==> src/rtl/epd_params.svh <==
/*
 * EPD controller parameters
 * Widths, lane count, settle delay and APB register offsets
 */
`ifndef EPD_PARAMS_SVH
`define EPD_PARAMS_SVH

// Datapath widths
`define EPD_LANES     4
`define EPD_STATE_W   16
`define EPD_CNT_W     11
`define EPD_SEQ_W     6
`define EPD_GRAY_W    4
`define EPD_LUT_AW    (`EPD_SEQ_W + 2 * `EPD_GRAY_W)
`define EPD_SD_W      16

// Cycles of settle after the trigger rises
`define EPD_VS_DELAY  8

// APB register map
`define EPD_APB_AW    8
`define EPD_APB_DW    32
`define EPD_REG_CTRL   8'h00
`define EPD_REG_HTIM   8'h04
`define EPD_REG_VTIM   8'h08
`define EPD_REG_LUTFR  8'h0C
`define EPD_REG_LUTWR  8'h10
`define EPD_REG_STATUS 8'h14

`endif
==> src/rtl/epd_pkg.sv <==
/*
 * EPD controller types
 * Configuration, LUT write and scan control bundles,
 * the two-view pixel state word and the lane result
 */
`include "epd_params.svh"

package epd_pkg;

    typedef struct packed {
        logic [7:0]            hfp;
        logic [7:0]            hsync;
        logic [7:0]            hbp;
        logic [7:0]            hact;
        logic [7:0]            vfp;
        logic [7:0]            vsync;
        logic [7:0]            vbp;
        logic [7:0]            vact;
        logic [`EPD_SEQ_W-1:0] wave_len;
        logic                  enable;
    } timing_cfg_t;

    typedef struct packed {
        logic                   we;
        logic [`EPD_LUT_AW-1:0] addr;
        logic [1:0]             data;
    } lut_wr_t;

    typedef struct packed {
        logic                  take;
        logic                  frame_ok;
        logic [`EPD_SEQ_W-1:0] gframe;
        logic [`EPD_SEQ_W-1:0] wave_len;
    } scan_ctl_t;

    // Manual mode keeps a per-pixel frame counter
    typedef struct packed {
        logic                   mode;
        logic                   spare;
        logic [`EPD_GRAY_W-1:0] src;
        logic [`EPD_SEQ_W-1:0]  fcnt;
        logic [`EPD_GRAY_W-1:0] tgt;
    } pix_manual_t;

    // Auto mode follows the global frame counter
    typedef struct packed {
        logic                   mode;
        logic [6:0]             spare;
        logic [`EPD_GRAY_W-1:0] src;
        logic [`EPD_GRAY_W-1:0] tgt;
    } pix_auto_t;

    typedef union packed {
        pix_manual_t manual;
        pix_auto_t   autolut;
    } pix_state_u;

    typedef struct packed {
        logic       valid;
        logic [1:0] drive;
        pix_state_u state;
    } lane_out_t;

endpackage

==> src/rtl/epd_source_out.sv <==
/*
 * EPD source output stage
 * Packs the lane drive codes onto the source bus and
 * returns the updated framebuffer word
 */
`timescale 1ns/1ns
`include "epd_params.svh"

module epd_source_out (
    input  logic                                     clk,
    input  logic                                     rst,
    input  epd_pkg::lane_out_t [`EPD_LANES-1:0]      res,
    output logic [`EPD_SD_W-1:0]                     epd_sd,
    output logic                                     epd_sdce0,
    output logic [`EPD_LANES*`EPD_STATE_W-1:0]       bo_pixel,
    output logic                                     bo_valid
);
    import epd_pkg::*;

    logic [2*`EPD_LANES-1:0] drive_q;
    logic                    valid_q;

    // All lanes see the same take and finish together
    // Bus reads zero between words
    always_ff @(posedge clk) begin
        if (rst) begin
            valid_q <= 1'b0;
            drive_q <= '0;
        end else begin
            valid_q <= res[0].valid;
            for (int i = 0; i < `EPD_LANES; i++)
                drive_q[2*i +: 2] <= res[0].valid ? res[i].drive : 2'b00;
        end
    end

    always_ff @(posedge clk) begin
        for (int i = 0; i < `EPD_LANES; i++)
            bo_pixel[i*`EPD_STATE_W +: `EPD_STATE_W] <= res[i].state;
    end

    assign epd_sd    = `EPD_SD_W'(drive_q);
    assign epd_sdce0 = !valid_q;
    assign bo_valid  = valid_q;

endmodule

==> config.mk <==
export PLATFORM = sky130hd
export DESIGN_NAME = epd_source_out
export DESIGN_NICKNAME = d
export VERILOG_FILES = /design/src/rtl/epd_pkg.sv /design/src/rtl/epd_source_out.sv
export VERILOG_INCLUDE_DIRS = /design/src /design/src/rtl
export SDC_FILE = /design/constraint.sdc
export NUM_CORES = 1
export LEC_CHECK = 0
export ABC_AREA = 1
export BUFFER_PORTS_ARGS = -buffer_cell sky130_fd_sc_hd__buf_2
export CORE_MARGIN = 1.5
export CORE_UTILIZATION = 36
export CTS_BUF_LIST = sky130_fd_sc_hd__clkbuf_8
export DETAILED_ROUTE_END_ITERATION = 16
export GPL_TIMING_DRIVEN = 0
export PLACE_DENSITY = 0.81
export SETUP_SLACK_MARGIN = 0.02
export SLEW_MARGIN = 20
export SYNTH_ARGS = -nofsm -noshare
export SYNTH_HDL_FRONTEND = slang
export SYNTH_SLANG_ARGS = --single-unit
==> constraint.sdc <==
create_clock -name clk -period 0.8 [get_ports clk]
set_input_delay 0.08 -clock clk [delete_from_list [all_inputs] [get_ports clk]]
set_output_delay 0.08 -clock clk [all_outputs]
set_load 0.02 [all_outputs]
==> Word level (Yosys, flattened, before mapping) <==
Index checks and enable logic that the tools add are counted.
{ "totals": {"regBits": 73, "in_bits": 78, "word_cells": 6} }
{ "op_classes": {"bitwise": 1, "reduce_logical": 2} }
{ "ops": {"columns": ["cell", "count"], "rows": [
  ["OR reduction 2 bit", 1],
  ["zero test 1 bit", 1],
  ["inverter 1 bit", 1]
]} }

==> Longest topological paths before layout <==
{ "logic_depth": {"word_depth": 2, "depth_mapped": 3, "mapped_depth_nobuf": 3} }

==> Least setup slack after synthesis <==
Ideal clock, no wire load.
{ "synth_path": {"path_kind": "flip-flop to output port", "from": "register valid_q, in the netlist bo_valid", "to": "output port epd_sdce0", "arrival_time_ns": 0.565, "required_ns": 0.720, "slack_ns": 0.155, "stages_incl_launch_ff": 2, "path_cell_list": "dfxtp_1 > inv_1"} }
{ "synth_between": {"elab_chain_cells": 1} }
{ "synth_lines": {"columns": ["item", "line", "rtl"], "rows": [
  ["from (decl)", "epd_source_out.sv:21", "logic valid_q;"],
  ["from (signal assigned)", "epd_source_out.sv:30", "valid_q <= res[0].valid;"],
  ["zero test 1 bit", "epd_source_out.sv:42", "assign epd_sdce0 = !valid_q;"],
  ["to (decl)", "epd_source_out.sv:14", "output logic epd_sdce0,"]
]} }
No other way between the ends.

==> Worst setup path after layout <==
Ends and elaborated chain as after synthesis.

==> results.json <==
{
  "fin_nets": 418,
  "rows": 24,
  "drt-total-wl_um": 6350,
  "die_w_um": 69.8,
  "failed_checks": "setup timing",
  "crit_required_ps": 720,
  "fin_ws_ps": -87.1,
  "synth_top_area_cell": "dfxtp_1",
  "dr.pass1.iters": 4,
  "drcViolationCount": 0,
  "syn_to_final_growth_pct": 142,
  "drt-initial-drc-count": 49,
  "ys_seq_area_share_pct": 90.9,
  "worstPathArrival_ps": 810,
  "drt.antenna.violating_nets": 0,
  "place.port_buffers": 148,
  "cp_num_buf_inv": 2,
  "path_clk_slew_ps": 70,
  "cts_buffers": 9,
  "cts_setup_buffers": 0,
  "yosysTopAreaCellShare_pct": 90.9,
  "grt_usage_pct": 25.8,
  "timing.setup.tns_ps": -3340,
  "rsz0062_at_grt": "true",
  "slew_viol_final": 0,
  "synth_area_leaders": "dfxtp_1 (91%), buf_4 (3.7%), inv_1 (2.6%), nor2_1 (1.9%), nand2_4 (0.70%)",
  "multi_input_area_um2": 71.3,
  "cts.path.max_buffers": 2,
  "status": "complete, but fails checks",
  "grt_overflow": 0,
  "leakagePower_nw": 1.91,
  "ys_warn_count": 0,
  "hpwl_um": 2850,
  "die_area_um2": 4880,
  "via_per_inst": 4.09,
  "cts_num_sinks": 73,
  "synth_seq_cells": 73,
  "drive_above_1_share_pct": 70.7,
  "root_buffer": "clkbuf_8",
  "cp_max_fo": 2,
  "synth_common_cells": "dfxtp_1 (73), inv_1 (11), buf_4 (8), nor2_1 (8)",
  "post-route-min-period_ps": 887,
  "hold_path_class": "in2reg",
  "grt_max_degree": 12,
  "clock.fmax_mhz": 1130,
  "synthCells": 102,
  "finalHoldViolCount": 0,
  "ir_drop_mv": 1.47,
  "slowest_stage": "dfxtp_2",
  "dp.cells": 309,
  "yosysMostFrequentCell": "dfxtp_1",
  "instances_no_fill": 397,
  "initial_utilization_pct": 37.2,
  "regArea_um2": 1550,
  "grt_pass1_vias": 1829,
  "timing.final.crit_share_pct": 111,
  "async_flop_share_pct": 0,
  "critPathMaxStageDelay_ps": 340,
  "htreeDepth": 3,
  "cp_top_family": "flip-flops",
  "diodes": 0,
  "maxCapViolCount": 0,
  "dieHeight_um": 69.8,
  "cts_tree": "yes",
  "antenna_found_initial": 0,
  "syn_area_um2": 1610,
  "synth_cell_types": 6,
  "grt_pass1_wl_um": 9330,
  "path_cells": "inv_2 > buf_6",
  "num_io_pins": 160,
  "crit_path_start_kind": "register",
  "fill_cells": 173,
  "setup_viol": 74,
  "crit_type": "reg2out",
  "vias": 1624,
  "coreArea_um2": 4320,
  "synth_edf_count": 0,
  "power_density_nw_per_um2": 1980,
  "routedWlPerCell_um": 16.0,
  "avgSynthCellArea_um2": 15.8,
  "end_kind": "output pin",
  "gp_congestion": 0.675,
  "synth_ff_type": "dfxtp_1"
}
[area by class of cell]
| type | instances | area share [%] |
|---|---|---|
| Clock inverter | 5 | 0.612 |
| Buffer | 8 | 1.55 |
| Multi-Input combinational cell | 17 | 1.84 |
| Inverter | 11 | 1.06 |
| Tap cell | 52 | 1.67 |
| Clock buffer | 11 | 3.90 |
| Sequential cell | 73 | 40.0 |
| Timing Repair Buffer | 220 | 49.4 |
[sequential cells by signal, indices dropped and copies added (netlist names)]
name	cells
bo_pixel	64
bo_valid	1
drive_q	8
[final timing paths]
check | slack, ps | start | depth (start not counted) | end
min | 40 | res[18] | 3 | bo_valid
max | -90 | bo_valid | 2 | epd_sdce0
[through the flow]
stage,instance area [um2],worst slack [ps],power [mW],utilization (%),hold WS [ps]
global route,3890,-116,7.99,89.9,28.9
global placement,2440,213,4.63,56.4,182
finish,3890,-87.1,7.71,89.9,38.0
floorplan,1630,155,4.29,-,108
CTS,3880,-112,7.68,89.7,3.77
detailed placement,2440,221,4.65,56.4,184
[cell families after synthesis]
group	synth area share, %
simple gates	2.57
buf+inv	6.30
flops	90.9
other cells	0.233
[layer usage]
metal  part of all wire (%)  up-vias  track usage, %
met5                      0        -               0
met4                    1.8        0            10.3
met1                     31      762            22.4
met3                    7.1       10            7.27
met2                     60       93            53.3
li1                       -      759               -
[layout by cell type, fill, tap and decap left out, drive strengths merged]
| cell | netlist | routed |
|---|---|---|
| clkinv | 0 | 1 |
| dlygate4sd3 | 0 | 72 |
| nor2 | 8 | 8 |
| nand2 | 1 | 1 |
| clkinvlp | 0 | 1 |
| dfxtp | 73 | 73 |
| conb | 1 | 8 |
| clkbuf | 0 | 11 |
| buf | 8 | 156 |
| inv | 11 | 14 |
[where the power goes]
part | leakage, nW | switching [mW] | internal [mW] | total [mW]
clock | 0.0991 | 1.25 | 1.26 | 2.51
sequential | 0.618 | 0.103 | 3.86 | 3.97
combinational | 1.19 | 0.503 | 0.736 | 1.24
[what timing repair did]
action,CTS,global route
gates resized for setup,216,5
endpoints found under the hold margin,72,0
cloned,0,0
endpoints found under the setup margin,74,74
hold buffers,72,0
Power figures use the tool's default switching activity.
