===== src/rtl/epd_params.svh =====
/*
 * EPD controller parameters
 * Widths, lane count, settle delay and APB register offsets
 */
`ifndef EPD_PARAMS_SVH
`define EPD_PARAMS_SVH

// Datapath widths
`define EPD_LANES     4
`define EPD_STATE_W   16
`define EPD_CNT_W     11
`define EPD_SEQ_W     6
`define EPD_GRAY_W    4
`define EPD_LUT_AW    (`EPD_SEQ_W + 2 * `EPD_GRAY_W)
`define EPD_SD_W      16

// Cycles of settle after the trigger rises
`define EPD_VS_DELAY  8

// APB register map
`define EPD_APB_AW    8
`define EPD_APB_DW    32
`define EPD_REG_CTRL   8'h00
`define EPD_REG_HTIM   8'h04
`define EPD_REG_VTIM   8'h08
`define EPD_REG_LUTFR  8'h0C
`define EPD_REG_LUTWR  8'h10
`define EPD_REG_STATUS 8'h14

`endif

===== src/rtl/epd_pkg.sv =====
/*
 * EPD controller types
 * Configuration, LUT write and scan control bundles,
 * the two-view pixel state word and the lane result
 */
`include "epd_params.svh"

package epd_pkg;

    typedef struct packed {
        logic [7:0]            hfp;
        logic [7:0]            hsync;
        logic [7:0]            hbp;
        logic [7:0]            hact;
        logic [7:0]            vfp;
        logic [7:0]            vsync;
        logic [7:0]            vbp;
        logic [7:0]            vact;
        logic [`EPD_SEQ_W-1:0] wave_len;
        logic                  enable;
    } timing_cfg_t;

    typedef struct packed {
        logic                   we;
        logic [`EPD_LUT_AW-1:0] addr;
        logic [1:0]             data;
    } lut_wr_t;

    typedef struct packed {
        logic                  take;
        logic                  frame_ok;
        logic [`EPD_SEQ_W-1:0] gframe;
        logic [`EPD_SEQ_W-1:0] wave_len;
    } scan_ctl_t;

    // Manual mode keeps a per-pixel frame counter
    typedef struct packed {
        logic                   mode;
        logic                   spare;
        logic [`EPD_GRAY_W-1:0] src;
        logic [`EPD_SEQ_W-1:0]  fcnt;
        logic [`EPD_GRAY_W-1:0] tgt;
    } pix_manual_t;

    // Auto mode follows the global frame counter
    typedef struct packed {
        logic                   mode;
        logic [6:0]             spare;
        logic [`EPD_GRAY_W-1:0] src;
        logic [`EPD_GRAY_W-1:0] tgt;
    } pix_auto_t;

    typedef union packed {
        pix_manual_t manual;
        pix_auto_t   autolut;
    } pix_state_u;

    typedef struct packed {
        logic       valid;
        logic [1:0] drive;
        pix_state_u state;
    } lane_out_t;

endpackage


===== src/rtl/epd_csr_apb.sv =====
/*
 * EPD register block
 * APB slave holding panel timing, enable and waveform length,
 * with a write port into the lane waveform tables
 */
`timescale 1ns/1ns
`include "epd_params.svh"

module epd_csr_apb (
    input  logic                   clk,
    input  logic                   rst,
    input  logic [`EPD_APB_AW-1:0] paddr,
    input  logic                   psel,
    input  logic                   penable,
    input  logic                   pwrite,
    input  logic [`EPD_APB_DW-1:0] pwdata,
    input  logic                   scan_busy,
    input  logic                   frame_killed,
    input  logic [7:0]             frame_count,
    output logic [`EPD_APB_DW-1:0] prdata,
    output logic                   pready,
    output epd_pkg::timing_cfg_t   cfg,
    output epd_pkg::lut_wr_t       lut_wr
);
    import epd_pkg::*;

    logic                   wr_en;
    logic                   lut_we_q;
    logic [`EPD_LUT_AW-1:0] lut_addr_q;
    logic [1:0]             lut_data_q;

    // No wait states
    assign pready = 1'b1;
    assign wr_en  = psel && penable && pwrite;

    always_ff @(posedge clk) begin
        if (rst) begin
            cfg      <= '0;
            lut_we_q <= 1'b0;
        end else begin
            lut_we_q <= 1'b0;
            if (wr_en) begin
                case (paddr)
                    `EPD_REG_CTRL:  cfg.enable <= pwdata[0];
                    `EPD_REG_HTIM:  {cfg.hact, cfg.hbp, cfg.hsync, cfg.hfp} <= pwdata;
                    `EPD_REG_VTIM:  {cfg.vact, cfg.vbp, cfg.vsync, cfg.vfp} <= pwdata;
                    `EPD_REG_LUTFR: cfg.wave_len <= pwdata[`EPD_SEQ_W-1:0];
                    `EPD_REG_LUTWR: lut_we_q <= 1'b1;
                    default: ;
                endcase
            end
        end
    end

    // Table entry rides along with the one-cycle strobe
    always_ff @(posedge clk) begin
        if (wr_en && paddr == `EPD_REG_LUTWR) begin
            lut_addr_q <= pwdata[`EPD_LUT_AW-1:0];
            lut_data_q <= pwdata[17:16];
        end
    end

    assign lut_wr = '{we: lut_we_q, addr: lut_addr_q, data: lut_data_q};

    always_comb begin
        prdata = '0;
        case (paddr)
            `EPD_REG_CTRL:   prdata[0] = cfg.enable;
            `EPD_REG_HTIM:   prdata = {cfg.hact, cfg.hbp, cfg.hsync, cfg.hfp};
            `EPD_REG_VTIM:   prdata = {cfg.vact, cfg.vbp, cfg.vsync, cfg.vfp};
            `EPD_REG_LUTFR:  prdata[`EPD_SEQ_W-1:0] = cfg.wave_len;
            `EPD_REG_STATUS: prdata[15:0] = {frame_count, 6'd0, frame_killed, scan_busy};
            default:         prdata = '0;
        endcase
    end

    // Access phase is always preceded by a selected setup phase
    a_penable_sel: assert property (@(posedge clk) disable iff (rst) penable |-> psel);

endmodule


===== config.mk =====
export PLATFORM = sky130hd
export DESIGN_NAME = epd_csr_apb
export DESIGN_NICKNAME = d
export VERILOG_FILES = /design/src/rtl/epd_pkg.sv /design/src/rtl/epd_csr_apb.sv
export VERILOG_INCLUDE_DIRS = /design/src /design/src/rtl
export SDC_FILE = /design/constraint.sdc
export NUM_CORES = 1
export LEC_CHECK = 0
export BUFFER_PORTS_ARGS = -buffer_cell sky130_fd_sc_hd__buf_2
export CORE_MARGIN = 10
export CORE_UTILIZATION = 51
export CTS_CLUSTER_DIAMETER = 80
export CTS_CLUSTER_SIZE = 16
export DETAILED_ROUTE_END_ITERATION = 6
export HOLD_SLACK_MARGIN = 0.06
export PLACE_DENSITY = 0.85
export SLEW_MARGIN = 10
export SYNTH_ARGS = -nofsm -noshare
export SYNTH_HDL_FRONTEND = slang
export SYNTH_SLANG_ARGS = --single-unit

===== constraint.sdc =====
create_clock -name clk -period 4.5 [get_ports clk]
set_input_delay 0.45 -clock clk [delete_from_list [all_inputs] [get_ports clk]]
set_output_delay 0.45 -clock clk [all_outputs]
set_load 0.02 [all_outputs]

Yosys cells after proc, flatten, opt, wreduce, memory -nomap -nowiden. Cells that the tools add are included.

Bits in registers: 88. Input port bits: 55. Logic and storage cells: 33.

Equal/unequal tests: 5. Muxes and demuxes: 5. Bitwise gates (word level): 1. Reductions and logical operators: 9.

Operator list (number): one-hot mux 16 bit (2 select lines) (1); one-hot mux 10 bit (3 select lines) (1); one-hot mux 5 bit (4 select lines) (1); equality test 8 x 4 -> 1 bit (second input constant) (2); equality test 8 x 5 -> 1 bit (second input constant) (2); equality test 8 x 3 -> 1 bit (second input constant) (1); zero test 8 bit (1); AND reduction 2 bit (4); one-hot mux 1 bit (5 select lines) (1); logical AND 1 bit (3); OR reduction 2 bit (1); 2-to-1 mux 1 bit (1); inverter 1 bit (1).

Logic depth before layout (Yosys ltp).
Word-level depth: 4. Gate-level depth with buffers: 6. Depth with buffers taken out: 3.

Worst setup path before layout. No wires, ideal clock.

Path type: in2out. Start: in paddr[4]. End: out prdata[21]. Arrival: 1729 ps. Path slack: 2321 ps. Stages: 4. Buffers on the path: 1. Path through: or4_4 nor3b_4 buf_6 a22o_1.

Longest elaborated chain between the ends: 2. Elaborated cells between the ends (all ways): 3. Classes of those cells: eq/ne: 2; mux: 1.

RTL lines: start: declaration (RTL line epd_csr_apb.sv:12) `` input logic [`EPD_APB_AW-1:0] paddr, ``; equality test 8 x 4 -> 1 bit / equality test 8 x 3 -> 1 bit (equally long branches) (RTL line epd_csr_apb.sv:67) `case (paddr)`; one-hot mux 16 bit (2 select lines) (*) (RTL line epd_csr_apb.sv:67); end: declaration (RTL line epd_csr_apb.sv:20) `` output logic [`EPD_APB_DW-1:0] prdata, ``.

Every way passes the cells marked *; elsewhere a longest branch is shown, timed or not.

Worst setup path in the final report.
Start: in paddr[2]. End: out prdata[24].

Same word-level chain as after synthesis.

==> out/summary.txt <==
STATUS
----------------------------------------------------------------------------------
Status                                                                   completed

CTS
----------------------------------------------------------------------------------
Post-CTS setup buffer count                                                      0
Clock buffers created by TritonCTS                                               9
Clock tree from TritonCTS                                                    built
Number of resized instances in the post-cts repair step                          0
Longest Clk Path Bufs                                                            2
Reg clk slew, reported paths                                               0.09 ns
Hold Buf Count CTS                                                               0
Root buffer cell                                                      sky130_fd_sc_hd__clkbuf_8
Clock H-tree levels                                                              3
Clock insertion delay at the later pin of the skew report                  0.34 ns
Number of sinks handled by clock tree synthesis                                 88

STA
----------------------------------------------------------------------------------
Worst rel slew slack                                                         22.3%
Final total negative setup slack                                              0 ns
Fin worst setup slack                                                      1.42 ns
Clock tree skew after final layout                                            0 ns
Period utilisation layout                                                    68.4%
Maximum clock frequency                                                    325 MHz
Slew at the pin closest to its max-slew limit                              1.16 ns
Count of final max-slew check failures                                           0
Unrepaired setup endpoints after global routing                                 no
Time the final worst path needs with I/O delays and setup                  3.08 ns
Number of failing hold endpoints at the final stage                              0
Final-report setup violation count                                               0

LOGIC SYNTHESIS
----------------------------------------------------------------------------------
Number of flops mapped to enable cells by yosys                                 16
Synthesis warning total                                                          0
Proportion of synthesized chip area in sequential cells                      47.7%
Area of the mapped netlist                                                4030 µm²
Flops & latches, synth                                                          88
Number of different library cells in the post-synthesis netlist                 33
Synth Net Count                                                                414
Number of standard cells after synthesis                                       359
Most frequently used flop master after synthesis                      sky130_fd_sc_hd__dfxtp_1
Post-synthesis area per instance                                          11.2 µm²
Fraction of registers with async set or reset after synthesis                   0%

ROUTE
----------------------------------------------------------------------------------
Vias                                                                          3320
Routed wire length per instance                                            18.6 µm
Iteration-0 DRC Markers                                                        110
Total wire length after detailed routing                                  11600 µm
Drc violations                                                                   0
Mean number of vias per cell                                                  5.31
Number of detailed-route iterations in the first pass                            4
Post-detailed-route count of antenna-violating nets                              0

CRITICAL PATH
----------------------------------------------------------------------------------
Launching element type of the critical path                           primary input
Depth of the worst register-to-register path                                     2
Arrival time reported for the critical path endpoint                       2.63 ns
Required time of the critical path                                         4.05 ns
Critical path capture point type                                        output pin
Cells along the critical path                                         buf_2 > or4b_1 > nor2_2 > a22o_1 > buf_2
Worst-path cell with the longest stage delay                          sky130_fd_sc_hd__nor2_2
Most Frequent Cell on Critical Path                                   sky130_fd_sc_hd__buf_2
Slowest stage delay, CP                                                    0.90 ns
Maximum fanout along the worst path                                             22
Type of the setup path with the least slack                           primary input to output pin
Reg-to-reg setup timing slack                                              3.82 ns

DIE
----------------------------------------------------------------------------------
Area enclosed by the die boundary                                        11900 µm²
Width of the die                                                            109 µm
Starting density of the core                                                 52.2%
Count of boundary I/O pins                                                     176
Die Ht                                                                      109 µm
Placeable Area                                                            7730 µm²
Floorplan row count                                                             32

PWR
----------------------------------------------------------------------------------
Max VDD drop                                                              0.173 mV
Leakage component of the power                                             2.70 nW
Pwr dens                                                                291 nW/µm²

GRT
----------------------------------------------------------------------------------
Overall overflow remaining after global route                                    0
Total global-route track usage                                               18.4%
Vias in the first global route                                                3466
Pin count of the biggest net entering global routing                           105
First-pass GRT wire length                                                17500 µm
Initial antenna violation count                                                  1

FINAL LAYOUT
----------------------------------------------------------------------------------
Synth-to-layout area growth                                                  27.6%
Inserted Diodes                                                                  0
Share of final-layout standard cells stronger than drive strength 1          39.6%
Filler-free cell count of the finished design                                  625
Layout Nets                                                                    573

PLACED DESIGN
----------------------------------------------------------------------------------
GPL Wtd Cong                                                                 0.834
IO Port Bufs                                                                   174
Post-Place Worst Slack                                                     1.39 ns
Cell count after placement                                                     608
Post-DP HPWL                                                               8510 µm

JOB
----------------------------------------------------------------------------------
Max-cap violations                                                               0

MIN PATH
----------------------------------------------------------------------------------
Worst hold path depth                                                            1
Worst Hold Class                                                      primary input to flop

## where the power goes
part	total [mW]	switching [mW]	internal (mW)
registers	0.800	0.000209	0.800
logic	0.0784	0.0391	0.0393
clock network	0.617	0.272	0.345
total	1.50	0.311	1.18
## sequential cells by signal, indices dropped and copies added (netlist names)
name / cells
cfg: 71
lut_addr_q: 14
lut_data_q: 2
lut_we_q: 1
## synthesized netlist by cell type, drive strengths merged (2+ instances only)
master / count / share of area, %
edfxtp: 16 / 12
mux2i: 76 / 19
clkbuf: 14 / 1.3
a221o: 8 / 2.2
nor3b: 2 / 0.78
nand2b: 103 / 16
and3: 11 / 1.7
nor4b: 2 / 0.59
o2bb2ai: 4 / 0.87
dfxtp: 72 / 36
buf: 15 / 2.4
nor4: 2 / 0.68
a22o: 19 / 4.1
nand3: 2 / 0.25
## through the flow
| stage | utilization (%) | area, µm² | hold slack (ns) | total power, mW |
|---|---|---|---|---|
| after global routing | 66.6 | 5140 | 0.272 | 1.55 |
| after detailed placement | 63.4 | 4900 | 0.481 | 0.898 |
| after global placement | 63.4 | 4900 | 0.470 | 0.895 |
| final | 66.6 | 5140 | 0.291 | 1.50 |
| after floorplan | - | 4030 | 0.549 | 0.862 |
| after CTS | 66.4 | 5130 | 0.271 | 1.51 |
## final timing paths
check	startpoint	to
worst min-delay path	pwdata[2]	lut_addr_q[2]
worst max-delay path	paddr[2]	prdata[24]
worst max register to register	cfg[30]	cfg[30]
worst min register to register	cfg[43]	cfg[43]
## routing by layer
layer | part of all wire [%] | vias up | routed length, µm | global-route usage (%)
met4 | 1.0 | 2 | 116 | 6.40
met5 | 0.11 | - | 13 | 0
met1 | 39 | 1598 | 4580 | 20.7
li1 | - | 1582 | - | -
met2 | 49 | 127 | 5630 | 31.0
met3 | 11 | 11 | 1260 | 7.26
## area by class of cell
type	instances	area, µm²
Tap cell	102	128
Clock inverter	5	77.6
Fill cell	621	2580
Timing Repair Buffer	177	903
Sequential cell	88	1920
Clock buffer	11	153
Multi-Input combinational cell	242	1960
## critical path, delay by kind of cell
family          cells  cell delay, ns
compound gates      1            0.29
buf+inv             2            0.44
simple gates        2            1.43
## cell usage in the layout, fill, tap and decap left out, types with 2 or more instances in the layout
master	Yosys	routed
sky130_fd_sc_hd__a221o_2	8	8
sky130_fd_sc_hd__bufinv_16	0	2
sky130_fd_sc_hd__nand2b_1	103	103
sky130_fd_sc_hd__nand3_1	2	2
sky130_fd_sc_hd__clkbuf_8	0	9
sky130_fd_sc_hd__a22o_1	19	19
sky130_fd_sc_hd__edfxtp_1	16	16
sky130_fd_sc_hd__mux2i_1	76	76
sky130_fd_sc_hd__dfxtp_1	72	72
sky130_fd_sc_hd__buf_4	4	3
sky130_fd_sc_hd__clkinv_2	0	2
sky130_fd_sc_hd__o2bb2ai_1	4	4
sky130_fd_sc_hd__buf_2	9	173
sky130_fd_sc_hd__and3_1	11	11
## cell families (layout without fill, tap and decap cells)
group	after synthesis	after routing	share of synthesized area (%)
mux	77	77	19.4
other cells	1	1	0.0930
flops	88	88	47.7
simple gates	131	131	21.5
buf+inv	29	193	3.75
compound gates	33	33	7.57
(Power assumes the default switching activity.)
