## src/rtl/epd_params.svh

```systemverilog
/*
 * EPD controller parameters
 * Widths, lane count, settle delay and APB register offsets
 */
`ifndef EPD_PARAMS_SVH
`define EPD_PARAMS_SVH

// Datapath widths
`define EPD_LANES     4
`define EPD_STATE_W   16
`define EPD_CNT_W     11
`define EPD_SEQ_W     6
`define EPD_GRAY_W    4
`define EPD_LUT_AW    (`EPD_SEQ_W + 2 * `EPD_GRAY_W)
`define EPD_SD_W      16

// Cycles of settle after the trigger rises
`define EPD_VS_DELAY  8

// APB register map
`define EPD_APB_AW    8
`define EPD_APB_DW    32
`define EPD_REG_CTRL   8'h00
`define EPD_REG_HTIM   8'h04
`define EPD_REG_VTIM   8'h08
`define EPD_REG_LUTFR  8'h0C
`define EPD_REG_LUTWR  8'h10
`define EPD_REG_STATUS 8'h14

`endif
```

## src/rtl/epd_pkg.sv

```systemverilog
/*
 * EPD controller types
 * Configuration, LUT write and scan control bundles,
 * the two-view pixel state word and the lane result
 */
`include "epd_params.svh"

package epd_pkg;

    typedef struct packed {
        logic [7:0]            hfp;
        logic [7:0]            hsync;
        logic [7:0]            hbp;
        logic [7:0]            hact;
        logic [7:0]            vfp;
        logic [7:0]            vsync;
        logic [7:0]            vbp;
        logic [7:0]            vact;
        logic [`EPD_SEQ_W-1:0] wave_len;
        logic                  enable;
    } timing_cfg_t;

    typedef struct packed {
        logic                   we;
        logic [`EPD_LUT_AW-1:0] addr;
        logic [1:0]             data;
    } lut_wr_t;

    typedef struct packed {
        logic                  take;
        logic                  frame_ok;
        logic [`EPD_SEQ_W-1:0] gframe;
        logic [`EPD_SEQ_W-1:0] wave_len;
    } scan_ctl_t;

    // Manual mode keeps a per-pixel frame counter
    typedef struct packed {
        logic                   mode;
        logic                   spare;
        logic [`EPD_GRAY_W-1:0] src;
        logic [`EPD_SEQ_W-1:0]  fcnt;
        logic [`EPD_GRAY_W-1:0] tgt;
    } pix_manual_t;

    // Auto mode follows the global frame counter
    typedef struct packed {
        logic                   mode;
        logic [6:0]             spare;
        logic [`EPD_GRAY_W-1:0] src;
        logic [`EPD_GRAY_W-1:0] tgt;
    } pix_auto_t;

    typedef union packed {
        pix_manual_t manual;
        pix_auto_t   autolut;
    } pix_state_u;

    typedef struct packed {
        logic       valid;
        logic [1:0] drive;
        pix_state_u state;
    } lane_out_t;

endpackage

```

## src/rtl/epd_scan_timing.sv

```systemverilog
/*
 * EPD scan timer
 * Idle, settle and scan states with line and column counters,
 * gate and source strobes, framebuffer requests and frame counters
 */
`timescale 1ns/1ns
`include "epd_params.svh"

module epd_scan_timing (
    input  logic                 clk,
    input  logic                 rst,
    input  epd_pkg::timing_cfg_t cfg,
    input  logic                 sys_ready,
    input  logic                 bi_valid,
    output logic                 bi_ready,
    output logic                 b_trigger,
    output logic                 epd_gdsp,
    output logic                 epd_gdclk,
    output logic                 epd_sdle,
    output epd_pkg::scan_ctl_t   ctl,
    output logic                 scan_busy,
    output logic                 frame_killed,
    output logic [7:0]           frame_count
);
    import epd_pkg::*;

    typedef enum logic [1:0] {S_IDLE, S_WAIT, S_RUN} scan_state_t;

    scan_state_t           state;
    logic [`EPD_CNT_W-1:0] h_cnt, v_cnt;
    logic [`EPD_CNT_W-1:0] h_sync_at, h_bp_at, h_act_at, htotal;
    logic [`EPD_CNT_W-1:0] v_sync_at, v_bp_at, v_act_at, vtotal;
    logic [`EPD_SEQ_W-1:0] gframe;
    logic                  frame_ok;
    logic                  gdclk_q;
    logic                  running, h_last, v_last;

    // Region boundaries, fp then sync then bp then active
    assign h_sync_at = `EPD_CNT_W'(cfg.hfp);
    assign h_bp_at   = h_sync_at + `EPD_CNT_W'(cfg.hsync);
    assign h_act_at  = h_bp_at + `EPD_CNT_W'(cfg.hbp);
    assign htotal    = h_act_at + `EPD_CNT_W'(cfg.hact);
    assign v_sync_at = `EPD_CNT_W'(cfg.vfp);
    assign v_bp_at   = v_sync_at + `EPD_CNT_W'(cfg.vsync);
    assign v_act_at  = v_bp_at + `EPD_CNT_W'(cfg.vbp);
    assign vtotal    = v_act_at + `EPD_CNT_W'(cfg.vact);

    assign running = (state == S_RUN);
    assign h_last  = (h_cnt == htotal - 1'b1);
    assign v_last  = (v_cnt == vtotal - 1'b1);

    always_ff @(posedge clk) begin
        if (rst) begin
            state       <= S_IDLE;
            h_cnt       <= '0;
            v_cnt       <= '0;
            gframe      <= '0;
            frame_ok    <= 1'b1;
            frame_count <= '0;
        end else begin
            case (state)
                S_IDLE: begin
                    h_cnt <= '0;
                    v_cnt <= '0;
                    if (cfg.enable && sys_ready)
                        state <= S_WAIT;
                end
                S_WAIT: begin
                    if (h_cnt == `EPD_CNT_W'(`EPD_VS_DELAY)) begin
                        state    <= S_RUN;
                        h_cnt    <= '0;
                        frame_ok <= 1'b1;
                        // Auto waveform sequence steps once per frame
                        gframe   <= (gframe == '0) ? cfg.wave_len : gframe - 1'b1;
                    end else begin
                        h_cnt <= h_cnt + 1'b1;
                    end
                end
                S_RUN: begin
                    if (h_last) begin
                        h_cnt <= '0;
                        if (v_last) begin
                            state       <= S_IDLE;
                            frame_count <= frame_count + 1'b1;
                        end else begin
                            v_cnt <= v_cnt + 1'b1;
                        end
                    end else begin
                        h_cnt <= h_cnt + 1'b1;
                    end
                    // Underrun masks the rest of the frame
                    if (bi_ready && !bi_valid)
                        frame_ok <= 1'b0;
                end
                default: state <= S_IDLE;
            endcase
        end
    end

    // Gate clock covers sync, bp and active columns, one cycle late
    always_ff @(posedge clk) begin
        if (rst)
            gdclk_q <= 1'b0;
        else
            gdclk_q <= running && (h_cnt >= h_sync_at);
    end

    assign epd_gdclk = gdclk_q;
    assign epd_gdsp  = !(running && v_cnt >= v_sync_at && v_cnt < v_bp_at);
    assign epd_sdle  = running && h_cnt >= h_sync_at && h_cnt < h_bp_at;
    assign bi_ready  = running && v_cnt >= v_act_at && h_cnt >= h_act_at;
    assign b_trigger = (state == S_WAIT);

    assign ctl = '{take: bi_ready && bi_valid, frame_ok: frame_ok,
                   gframe: gframe, wave_len: cfg.wave_len};

    assign scan_busy    = (state != S_IDLE);
    assign frame_killed = !frame_ok;

    a_cnt_range: assert property (@(posedge clk) disable iff (rst)
        running |-> (h_cnt < htotal) && (v_cnt < vtotal));

endmodule

```

## config.mk

```make
export PLATFORM = sky130hd
export DESIGN_NAME = epd_scan_timing
export DESIGN_NICKNAME = d
export VERILOG_FILES = /design/src/rtl/epd_pkg.sv /design/src/rtl/epd_scan_timing.sv
export VERILOG_INCLUDE_DIRS = /design/src /design/src/rtl
export SDC_FILE = /design/constraint.sdc
export NUM_CORES = 1
export LEC_CHECK = 0
export ABC_AREA = 1
export BUFFER_PORTS_ARGS = -buffer_cell sky130_fd_sc_hd__buf_2
export CAP_MARGIN = 10
export CORE_AREA = 2 2 83 164
export DETAILED_ROUTE_END_ITERATION = 16
export DIE_AREA = 0 0 85 166
export PLACE_DENSITY = 0.77
export SLEW_MARGIN = 10
export SYNTH_ARGS = -nofsm -noshare
export SYNTH_HDL_FRONTEND = slang
export SYNTH_SLANG_ARGS = --single-unit
```

## constraint.sdc

```tcl
create_clock -name clk -period 4.87 [get_ports clk]
set_input_delay 0.2435 -clock clk [delete_from_list [all_inputs] [get_ports clk]]
set_output_delay 0.2435 -clock clk [all_outputs]
set_load 0.01 [all_outputs]
```

* After elaboration in Yosys (flattened, before gate mapping) *
Index checks and enable logic that the tools add are counted.
W data, S select, Z words.

storage, ports and cells
  register bits after elaboration = 40
  output and inout port bits = 29
  input bits = 75

cells by class
  $add $sub $neg = 12
  $lt $le $gt $ge = 6
  equal/unequal tests = 11
  mux-type cells = 15
  reductions and logical operators = 23

operators with widths
  operator                 count
  $mux W11                 4
  $pmux W11 S3             1
  $add A10 B8 Y11          2
  $add A11 B1 Y11 const B  2
  $eq A11 B11 Y1           2
  $ge A11 B10 Y1           2
  $ge A11 B8 Y1            2
  $lt A11 B9 Y1            2
  $pmux W11 S2             1
  $sub A11 B1 Y11 const B  2
  $add A9 B8 Y10           2
  $add A8 B8 Y9            2
  $eq A11 B4 Y1 const B    1
  $logic_and A1 B1 Y1      9
  $reduce_and A3 Y1        3
  $add A8 B1 Y8 const B    1
  $mux W2                  4
  $ne A2 B1 Y1 const B     4
  $logic_not A6 Y1         1
  $mux W6                  1
  $pmux W2 S3              1
  $reduce_bool A2 Y1       3
  $sub A6 B1 Y6 const B    1
  $ne A2 B2 Y1 const B     2
  9 further kinds          12

* Longest topological paths before layout *
  depth in word-level cells = 8
  depth in mapped cells = 34
  mapped depth without buffers = 33

* Least setup slack after synthesis *
Ideal clock, no wire load.

  path type = input-to-reg
  start point = input cfg[57] in the netlist's numbering
  end point = register state[0]
  required time = 4.757 ns
  path buffers = 1
  path slack = 0.643 ns
  arrival time = 4.115 ns
  stages = 30
  cells stage by stage = ha_1 -> nand3_1 -> nand2_1 -> a21oi_1 -> o21ai_0 -> xor2_1 -> inv_1 -> ha_1 -> a21oi_1 -> nand3_1 -> nand2_1 -> nand2_1 -> a21oi_1 -> xor2_1 -> inv_1 -> ha_1 -> a21o_1 -> a31oi_1 -> nand2_1 -> nand2_1 -> nand2_1 -> nor2_1 -> nand3_2 -> nor2_8 -> buf_6 -> nor2_2 -> nor2_2 -> nand3_1 -> nand2_1 -> nor2_1

on the way
  longest elaborated chain between the ends = 7

ends and longest elaborated chain
  what                                line                   source
  start, declared                     epd_scan_timing.sv:12  input epd_pkg::timing_cfg_t cfg,
  $add A8 B8 Y9                       epd_scan_timing.sv:40  assign h_bp_at = h_sync_at + `EPD_CNT_W'(cfg.hsync);
  $add A9 B8 Y10                      epd_scan_timing.sv:41  assign h_act_at = h_bp_at + `EPD_CNT_W'(cfg.hbp);
  $add A10 B8 Y11                     epd_scan_timing.sv:42  assign htotal = h_act_at + `EPD_CNT_W'(cfg.hact);
  $sub A11 B1 Y11                     epd_scan_timing.sv:49  assign h_last = (h_cnt == htotal - 1'b1);
  $eq A11 B11 Y1                      epd_scan_timing.sv:49
  $ne A2 B1 Y1 (no source line)       -
  $reduce_and A4 Y1 (no source line)  -
  end signal, assigned                epd_scan_timing.sv:54  state <= S_IDLE;
  end signal, assigned                epd_scan_timing.sv:66  state <= S_WAIT;
  end signal, assigned                epd_scan_timing.sv:70  state <= S_RUN;
  end, declared                       epd_scan_timing.sv:29  scan_state_t state;

Every way passes these cells.
A chain may end at the register's enable or synchronous reset.

* Worst setup path after layout *
  start point = input cfg[65] in the netlist's numbering
  end point = register v_cnt[3]

on the way
  longest elaborated chain between the ends = 7

ends and longest elaborated chain
  what                                line                   source
  $add A8 B8 Y9                       epd_scan_timing.sv:40
  $add A9 B8 Y10                      epd_scan_timing.sv:41
  $add A10 B8 Y11                     epd_scan_timing.sv:42
  $sub A11 B1 Y11                     epd_scan_timing.sv:49
  $eq A11 B11 Y1                      epd_scan_timing.sv:49
  $ne A2 B1 Y1 (no source line)       -
  $reduce_and A3 Y1 (no source line)  -
  end signal, assigned                epd_scan_timing.sv:86  v_cnt <= v_cnt + 1'b1;
  end, declared                       epd_scan_timing.sv:30  logic [`EPD_CNT_W-1:0] h_cnt, v_cnt;

Every way passes these cells.

==> summary.md <==
| Metric | Value |
|---|---|
| CP max stage cell | ha_1 |
| N_diodes | 0 |
| Via count | approximately 6800 |
| Share of cells above drive strength 1 | 0.1575 |
| Skew-Pair Late Insertion Delay | between 200 and 300 ps |
| Worst reg2reg path startpoint | state[0]$_SDFFE_PP0P_ |
| Avg WL per Cell | 14.15 µm |
| PortBufs | ~100 |
| Area leader, netlist | ha_1 |
| Max incr delay on CP | 330 ps |
| Die W | around 85 µm |
| Switch Pwr | around 1.5 mW |
| Critical R2R Capture | frame_ok$_SDFFE_PP1P_ |
| Initial DRT Pass Iterations | 5 |
| Register area share after synthesis | 0.1203 |
| Maximum VDD drop | between 0.3 and 0.4 mV |
| CTS root buf | clkbuf_16 |
| Detail Route Antenna Nets | 0 |
| Initial antenna violation count | 0 |
| Largest net degree at the start of global routing | 29 |
| Initial DRC Count | between 200 and 300 |
| Row cnt | around 60 |
| Power Density | between 300 and 400 mW/mm² |
| Register area | approximately 800 µm² |
| Flops & latches, synth | 40 |
| Synthesis-to-layout area growth | 13.24% |
| Setup Viol. Count Final | 0 |
| Clk sinks | 40 |
| IO Count | about 100 |
| Critical path type | in -> reg |
| Drt drc | 0 |
| Area contributors post-synth | ha_1 (23%), dfxtp_1 (12%), nand2_1 (12%), inv_1 (10%), nand3_1 (5.8%) |
| Reg2reg path depth | 10 |
| Syn Area/Cell | between 6 and 7 µm² |
| CTS tree | yes |
| CP Data Required Time | 5010 ps |
| Post-detail-place hpwl | 14900 µm |
| Max Root-Sink Buffers | 2 |
| Total global routing overflow | 0 |
| Number of global-route vias before repair | between 6000 and 7000 |
| Multi-input logic area | about 0.0051 mm² |
| Netlist area before placement | 0.006655 mm² |
| Number of fill cells in the layout | about 1200 |
| Core footprint | between 0.01 and 0.015 mm² |
| R2R Setup Slk | about 2300 ps |
| Netlist cell types | between 50 and 60 |
| Most used cell, CP | nand2_1 |
| Die area | ~0.014 mm² |
| Seq pwr share | 0.124 |
| Yosys top cell area share | 0.2294 |
| Data arrival, critical path | ~4600 ps |
| GRT Overall Usage | 0.2569 |
| Post-CTS Hold Buffers | 0 |
| Fmax | 226.5 MHz |
| Die Y | 166 µm |
| Setup crit end kind | flop |
| MaxCap Viol Count | 0 |
| Tmin final | between 4000 and 5000 ps |
| Global-route wire length before repair | ~30000 µm |
| Net Sw Frac | 0.5102 |
| Syn. warnings | 0 |
| Post-synthesis net count | ~1200 |
| Clock-pin slew on the worst setup and hold paths | approximately 60 ps |
| CTS H-Tree Depth | 2 |
| Critical path fanouts, max | 6 |
| Worst setup SP type | input port |
| Final slew viol count | 0 |
| Worst-Margin Slew | 716.7 ps |
| Cell Int Power | about 1.4 mW |
| Final wirelength | roughly 18000 µm |
| Number of nets in the layout | about 1300 |
| Starting Density | 0.5152 |
| Final TNS setup | 0 ps |
| Relative slew slack | 0.5222 |
| Final Hold Slack | around 360 ps |
| Comb pwr share | 0.736 |
| CP Capture Point | v_cnt[3]$_SDFFE_PP0P_ |
| Via density | around 5.4 |
| Cells after synthesis | ~1000 |
| Setup crit start | cfg[65] |
| Num CTS Buffers | 5 |
| Max Clock Skew | 5.536 ps |
| LEAKAGE | approximately 4.1 nW |
| Status | finished, final reports clean |
| Final hold vios | 0 |
| Final period util | 0.9066 |
| Clock power frac | 0.139 |
| Global placer's final weighted congestion | ~0.94 |
| Hold Path Class | in -> reg |
==> repair_timing <==
action,CTS,global route
endpoints found under the setup margin,0,32
gates resized for setup,0,14
buffers inserted,0,2
==> worst min-delay path by stage <==
| stage | start | cells past startpoint | end |
|---|---|---|---|
| floorplan | frame_ok$_SDFFE_PP1P_ | 2 | frame_ok$_SDFFE_PP1P_ |
| global placement | frame_count[7]$_SDFFE_PP0P_ | 2 | frame_count[7]$_SDFFE_PP0P_ |
| detailed placement | frame_count[7]$_SDFFE_PP0P_ | 2 | frame_count[7]$_SDFFE_PP0P_ |
| CTS | cfg[5] | 5 | gframe[4]$_SDFFE_PP0P_ |
| global route | cfg[1] | 5 | gframe[0]$_SDFFE_PP0P_ |
| finish | cfg[3] | 5 | gframe[2]$_SDFFE_PP0P_ |
==> cells in the final DEF (no fill, tap or decap), types with 2 or more instances in the layout <==
| cell type | count |
|---|---|
| nand2_1 | 208 |
| inv_1 | 178 |
| ha_1 | 118 |
| buf_2 | 103 |
| nand3_1 | 77 |
| nor2_1 | 66 |
| a21oi_1 | 64 |
| xor2_1 | 40 |
| dfxtp_1 | 40 |
| nand4_1 | 31 |
| xnor2_1 | 22 |
| o21ai_0 | 20 |
| nor3_1 | 16 |
| a21oi_2 | 12 |
| nand3b_1 | 11 |
| buf_4 | 8 |
| o21bai_1 | 7 |
| inv_2 | 7 |
| o21ai_1 | 6 |
| nand3_2 | 6 |
| fa_1 | 6 |
| nor2_2 | 5 |
| clkbuf_16 | 5 |
| or2_2 | 4 |
| xor2_2 | 3 |
| o211ai_1 | 3 |
| nor3_2 | 2 |
| a2111oi_0 | 2 |
| o21a_1 | 2 |
| a21o_1 | 2 |
| a21boi_1 | 2 |
| a31oi_1 | 2 |
| nand2_2 | 2 |
| ha_4 | 2 |
| ha_2 | 2 |
==> cells by family (layout without fill, tap and decap cells) <==
kind of cell             count (synthesis)  in the layout  synth area share
buffers and inverters                  209            305            0.1245
AND/OR/NAND/NOR                        433            433            0.2987
AO/OA/AOI/OAI                          134            134            0.1235
adder cells (fa/ha/maj)                128            128            0.2474
XOR/XNOR                                65             65           0.08554
flip-flops                              40             40            0.1203
==> cell type report <==
| class | count | area share |
|---|---|---|
| sequential | 40 | 0.1063 |
| clock buffer | 6 | 0.01843 |
| inverter | 186 | 0.09264 |
| timing repair buffer | 111 | 0.07637 |
| clock inverter | 2 | 0.005147 |
| multi-input combinational | 760 | 0.6759 |
| tap | 152 | 0.02524 |
==> sequential cells by signal, summed over array words and instances, names as in the netlist <==
| signal | flops |
|---|---|
| h_cnt | 11 |
| v_cnt | 11 |
| frame_count | 8 |
| gframe | 6 |
| state | 2 |
| epd_gdclk | 1 |
| frame_ok | 1 |
==> power by group through the flow <==
stage          combinational (mW)  sequential [mW]  clock (mW)
6_report                     2.10            0.354       0.396
2_1_floorplan                1.62            0.355           0
5_1_grt                      2.39            0.355       0.411
3_5_place_dp                 2.03            0.360           0
3_3_place_gp                 2.00            0.360           0
4_1_cts                      2.05            0.353       0.400
==> metal layers <==
metal / global-route usage / routed length (µm)
met4: 0.1477 / 1127
met2: 0.5302 / 10270
met5: 0 / 0
met1: 0.2270 / 5921
met3: 0.01938 / 462
==> cells in the mapped netlist (all sizes together) <==
master   number
a311oi        1
xor2         43
nand2       211
o2bb2ai       1
o211ai        4
nand3b       11
a21o          2
a2111oi       2
dfxtp        40
nor3         18
buf          11
o21a          2
a21oi        77
a22oi         1
nand4        32
a211o         1
a21boi        3
clkinv        1
a31o          1
fa            6
xnor2        22
o31ai         1
inv         185
ha          122
or2           5
o21ai        28
o21bai        7
a31oi         2
nand3        84
a211oi        1
nor2         72
clkbuf       12
==> critical path: cells and delay by family <==
kind / cells / cell delay (ps)
buf+inv: 5 / 560
xor+xnor: 2 / 410
simple gates: 14 / 1410
fa+ha+maj: 3 / 920
compound gates: 7 / 1000
==> per-stage QoR <==
| stage | total power, mW | cells | utilization | cell area (µm²) | setup slack, ps |
|---|---|---|---|---|---|
| final | 2.845 | 1257 | 0.5833 | 7536 | 454.7 |
| after floorplan | 1.971 | 1009 | - | 6655 | 642.6 |
| after detailed placement | 2.394 | 1247 | 0.5632 | 7276 | -101.2 |
| after global placement | 2.356 | 1247 | 0.5632 | 7276 | 14.94 |
| after global routing | 3.156 | 1257 | 0.5833 | 7536 | -14.28 |
| after CTS | 2.801 | 1255 | 0.5769 | 7453 | 175.0 |
Note: power is estimated with default switching activity, not from simulation.
